File: src/rtl/beam_pkg.sv
// beamformer package holding the widths, sample and weight types and beat structs
package beam_pkg;

    // antenna channels that are weighted and summed
    localparam int num_channels = 4;

    // samples carried side by side in one stream beat
    localparam int samples_per_beat = 16;

    // a sample is a signed 8-bit value
    localparam int sample_width = 8;

    // a weight part is signed with 8 fraction bits, so 255 is just under 1.0
    localparam int weight_width = 9;
    localparam int weight_frac_bits = 8;

    // the channel sum is averaged by this shift
    localparam int sum_shift = $clog2(num_channels);

    // one signed product of a sample and a weight part
    localparam int product_width = sample_width + weight_width;

    // the lane adds two products, which needs one more bit
    localparam int lane_acc_width = product_width + 1;

    // four 8-bit values plus the rounding constant fit in 10 bits
    localparam int comb_sum_width = sample_width + sum_shift;

    // half an LSB at each rounding point, for round to nearest
    localparam int lane_round = 1 << (weight_frac_bits - 1);
    localparam int comb_round = 1 << (sum_shift - 1);

    // limits that a weighted sample is clamped to
    localparam int sample_max = (1 << (sample_width - 1)) - 1;
    localparam int sample_min = -(1 << (sample_width - 1));

    typedef logic signed [sample_width-1:0] sample_t;
    typedef logic signed [weight_width-1:0] weight_t;
    typedef logic signed [lane_acc_width-1:0] lane_acc_t;
    typedef logic signed [comb_sum_width-1:0] comb_sum_t;

    // one beat of samples, sample 0 in the low byte
    typedef logic [samples_per_beat*sample_width-1:0] sample_vec_t;

    // complex weight of one channel
    typedef struct packed {
        weight_t re;
        weight_t im;
    } cweight_t;

    // complex beat as it moves between the pipeline stages
    typedef struct packed {
        logic        valid;
        logic        last;
        sample_vec_t re;
        sample_vec_t im;
    } cbeat_t;

    // what ingress hands to a weight lane, the beat with the weight it was taken with
    typedef struct packed {
        cbeat_t   beat;
        cweight_t weight;
    } lane_in_t;

endpackage

File: src/rtl/beam_combiner.sv
// beamformer combiner that averages the four weighted lanes and owns the output register
module beam_combiner (
    input  logic             clock,
    input  logic             resetn,
    input  beam_pkg::cbeat_t lanes [beam_pkg::num_channels],
    input  logic             m_ready,
    output logic             advance,
    output beam_pkg::cbeat_t m_data,
    output logic             m_last,
    output logic             m_valid
);
    import beam_pkg::*;

    sample_vec_t avg_re;
    sample_vec_t avg_im;
    logic        valid_q;
    logic        last_q;
    sample_vec_t re_q;
    sample_vec_t im_q;

    // adds one sample position across all lanes, rounds and divides by the lane count
    // the result is always within the sample range, so no clamp is needed
    function automatic sample_t lane_average(input sample_t vals [num_channels]);
        comb_sum_t sum;
        comb_sum_t avg;
        sum = comb_sum_t'(comb_round);
        for (int c = 0; c < num_channels; c++) begin
            sum = sum + comb_sum_t'(vals[c]);
        end
        avg = sum >>> sum_shift;
        return avg[sample_width-1:0];
    endfunction

    always_comb begin
        sample_t vals_re [num_channels];
        sample_t vals_im [num_channels];
        for (int i = 0; i < samples_per_beat; i++) begin
            for (int c = 0; c < num_channels; c++) begin
                vals_re[c] = lanes[c].re[i*sample_width +: sample_width];
                vals_im[c] = lanes[c].im[i*sample_width +: sample_width];
            end
            avg_re[i*sample_width +: sample_width] = lane_average(vals_re);
            avg_im[i*sample_width +: sample_width] = lane_average(vals_im);
        end
    end

    // the whole pipeline moves when the output slot is free or being drained
    assign advance = !valid_q || m_ready;

    // all lanes carry the same valid and last, lane 0 stands for them
    always_ff @(posedge clock) begin
        if (!resetn) begin
            valid_q <= 1'b0;
        end else if (advance) begin
            valid_q <= lanes[0].valid;
        end
    end

    // output payload is held steady while the sink stalls
    always_ff @(posedge clock) begin
        if (advance) begin
            last_q <= lanes[0].last;
            re_q   <= avg_re;
            im_q   <= avg_im;
        end
    end

    assign m_valid = valid_q;
    assign m_last  = last_q;
    assign m_data  = '{valid: valid_q, last: last_q, re: re_q, im: im_q};

endmodule

File: config.mk
export PLATFORM = sky130hd
export DESIGN_NAME = beam_combiner
export DESIGN_NICKNAME = d
export VERILOG_FILES = /design/src/rtl/beam_pkg.sv /design/src/rtl/beam_combiner.sv
export SDC_FILE = /design/constraint.sdc
export NUM_CORES = 1
export LEC_CHECK = 0
export BUFFER_PORTS_ARGS = -buffer_cell sky130_fd_sc_hd__buf_2
export CORE_AREA = 2 2 498 500
export DETAILED_ROUTE_END_ITERATION = 16
export DIE_AREA = 0 0 500 502
export SKIP_CTS_REPAIR_TIMING = 1
export SLEW_MARGIN = 15
export SYNTH_ARGS = -nofsm -noshare
export SYNTH_HDL_FRONTEND = slang
export SYNTH_SLANG_ARGS = --single-unit
File: constraint.sdc
create_clock -name clock -period 13.3 [get_ports clock]
set_input_delay 0.665 -clock clock [delete_from_list [all_inputs] [get_ports clock]]
set_output_delay 0.665 -clock clock [all_outputs]
set_load 0.01 [all_outputs]
==> results.md <==
| Result | Reported |
|:---|:---|
| Residual DRC | 0 |
| Cell depth of the worst flop-to-flop path | 3 |
| Vias in the first global route | 27650 |
| Cell seen most often among critical-path stages | buf_4 |
| Number of detailed-routing iterations run before antenna repair | 5 |
| Outcome | finished, final reports clean |
| Clock tree root buffer cell | clkbuf_16 |
| Clock period minus final worst setup slack | 3.695 ns |
| Largest voltage drop on the vdd net | 111.8 uV |
| Sum of routed wire length over all layers | 184200 um |
| Worst setup EP type | output port |
| Number of endpoints failing setup at the final stage | 0 |
| Max capacitance violation total | 0 |
| Async set-reset flop share out of synthesis | 0 |
| DRT antenna net count | 0 |
| Placed standard-cell area | 0.04305 mm2 |
| Average wire per cell in the routed design | 23.09 um |
| Net Count, Synth | 5119 |
| Clk_lat worst skew | 0.65 ns |
| Origin of the critical flop-to-flop path | m_valid$_SDFFE_PN0P_ |
| Vias post-DR | 27750 |
| I/O pin cnt | 1296 |
| Post-synth design cell area | 0.03253 mm2 |
| Pin count of the biggest net entering global routing | 77 |
| Number of failing hold endpoints at the final stage | 0 |
| Initial antenna violation count | 203 |
| Detailed placement HPWL | 171200 um |
| Fraction of layout instances using a drive strength above 1 | 0.3044 |
| Total power divided by cell area | 152.8 mW/mm2 |
| Clk sink count | 258 |
| Data required time of the worst path | 12.64 ns |
| Leakage | 23.23 nW |
| Crit-path max cell delay | 0.66 ns |
| Total congestion overflow after global routing | 0 |
| Critical Path AT | 3.03 ns |
| HP Start | lanes[1030] |
| # port buffers | 1289 |
| Fraction of the cycle the final worst path needs | 0.2778 |
| Htree depth | 2 |
| Maximum clock insertion buffer count | 3 |
| Top achievable clock speed | 270.7 MHz |
| Ys flop type | edfxtp_1 |
| Synthesized instance count | 3284 |
| Share of the yosys chip area belonging to registers | 0.2379 |
| Post-layout util | 0.1825 |
| First-pass GRT wire length | 236700 um |
| Fill cell instance count of the final layout | 27580 |
| Total die area | 0.2510 mm2 |
| Critical Path Fanout Max | 45 |
| Unrepaired setup endpoints after global routing | false |
| Number of distinct library cells after synthesis | 37 |
| Final slew viol count | 0 |
| Nets | 6454 |
| Routability cong. | 1.006 |
| Syn-to-layout area delta | 37.56% |
| Initial core utilization | 0.1326 |
| Critical Path, Cell by Cell | nand2b_4, buf_4, buf_4, buf_2 |
| Average cell area after synthesis | 9.905 um2 |
| Total of warnings raised by yosys | 0 |
| CTS tree | yes |
| Pin slew with the least headroom to its limit | 0.8025 ns |
| Setup tns final | 0 ns |
| Final Cell Area | 0.04475 mm2 |
| Number of enable flip-flop cells after synthesis | 257 |
| Slew margin rel. | 0.4650 |
| Clock transition time at the flip-flop clock pins of the worst setup and hold paths | 0.05 ns |
| Initial DRC count | 1570 |
| Critical Path Source Type | register |
| Horizontal extent of the die | 500 um |
| Skew final | 0.03238 ns |
| Class of the tightest hold or removal check | input pin to register |
| CP startpoint | m_valid$_SDFFE_PN0P_ |
| Placement row count | 182 |
| Hold Path Cell Cnt | 1 |
| Number of buffers added by the clock tree synthesis step | 41 |
| Vias/cell | 3.477 |
| Post-layout instance count excluding filler cells | 7979 |
| WS Path Type | register to output port |
| Core ar. | 0.2453 mm2 |
| Highest-delay cell along the critical path | buf_4 |
| Count of placed standard cells including taps | 7796 |
| Synthesized flop and latch total | 258 |
| Global-route usage over all layers | 0.1431 |
| Most frequent cells in the layout | buf_2, inv_1, fa_1 |
| Most frequent standard cell in the layout excluding fill and tap cells | buf_2 |
| Sum of internal, switching and leakage power | 0.006839 W |
| Die Y-Extent | 502 um |
-- per-stage QoR --
stage / hold WS, ns / setup slack [ns]
finish: 0.2202 / 9.605
global placement: 0.8505 / 9.143
global route: 0.1632 / 9.354
CTS: 0.1380 / 9.435
floorplan: 0.7639 / 5.400
detailed placement: 0.8552 / 9.134
-- final timing paths --
kind,endpoint,slack (ns)
worst max-delay path,advance,9.61
worst min-delay path,m_last$_DFFE_PP_,0.22
worst max register to register,im_q[38]$_DFFE_PP_,10.72
worst min register to register,re_q[89]$_DFFE_PP_,1.03
-- sequential cells by signal, summed over array words and instances (netlist names) --
signal	count
im_q	128
re_q	128
m_last	1
m_valid	1
-- routing by layer --
metal  GRT usage  wire (um)  vias to the layer above
met4     0.07546      10720                      114
li1            -          -                    12710
met2      0.2130      77030                     1522
met3     0.09233      29420                      421
met5    0.003859        858                        -
met1      0.1543      66210                    12980
-- cells by family (layout without fill, tap and decap cells) --
logic type,after synthesis,in the layout,share of synthesized area
and+or+nand+nor,447,447,0.06585
buffers and inverters,1265,2633,0.1462
AOI/OAI and AO/OA,319,319,0.07170
adders and majority gates,800,800,0.4259
other,0,107,0
DFF,258,258,0.2379
xor gates and xnor gates,195,195,0.05250
-- synthesized netlist by cell type (all sizes together), types with 29 or more instances --
cell type	instances	area, um2
or3	32	205.2
edfxtp	257	7717
o22ai	62	387.9
xor2	45	394.1
inv	1263	4741
and3b	32	280.3
or2	33	206.5
xnor2	150	1314
nor3	81	405.4
nand2	44	165.2
o21a	64	480.5
ha	288	3603
a21oi	45	225.2
o221ai	29	335.3
nor2	210	788.3
a21boi	30	225.2
fa	512	10250
-- cell type report --
type	instances	area, um2	area share
diodes	107	267.8	0.005984
clock buffers	47	1091	0.02438
clock inverters	29	336.6	0.007522
inverters	1263	4741	0.1059
multi-input cells	1761	20040	0.4479
flip-flops and latches	258	7737	0.1729
well taps	3220	4029	0.09004
repair buffers	1294	6501	0.1453
-- power breakdown --
part           leakage, nW  switching, W  internal [W]
clock network        0.695      0.000507      0.000710
logic                 19.9       0.00243       0.00156
registers             2.65      0.000127       0.00151
total                 23.2       0.00307       0.00377
-- worst max-delay path, delay by kind of cell, from the launching register on --
kind | cells | cell delay [ns]
buffers and inverters | 3 | 1.48
AND/OR/NAND/NOR | 1 | 0.44
flip-flops | 1 | 0.34
Power figures use the tool's default switching activity.
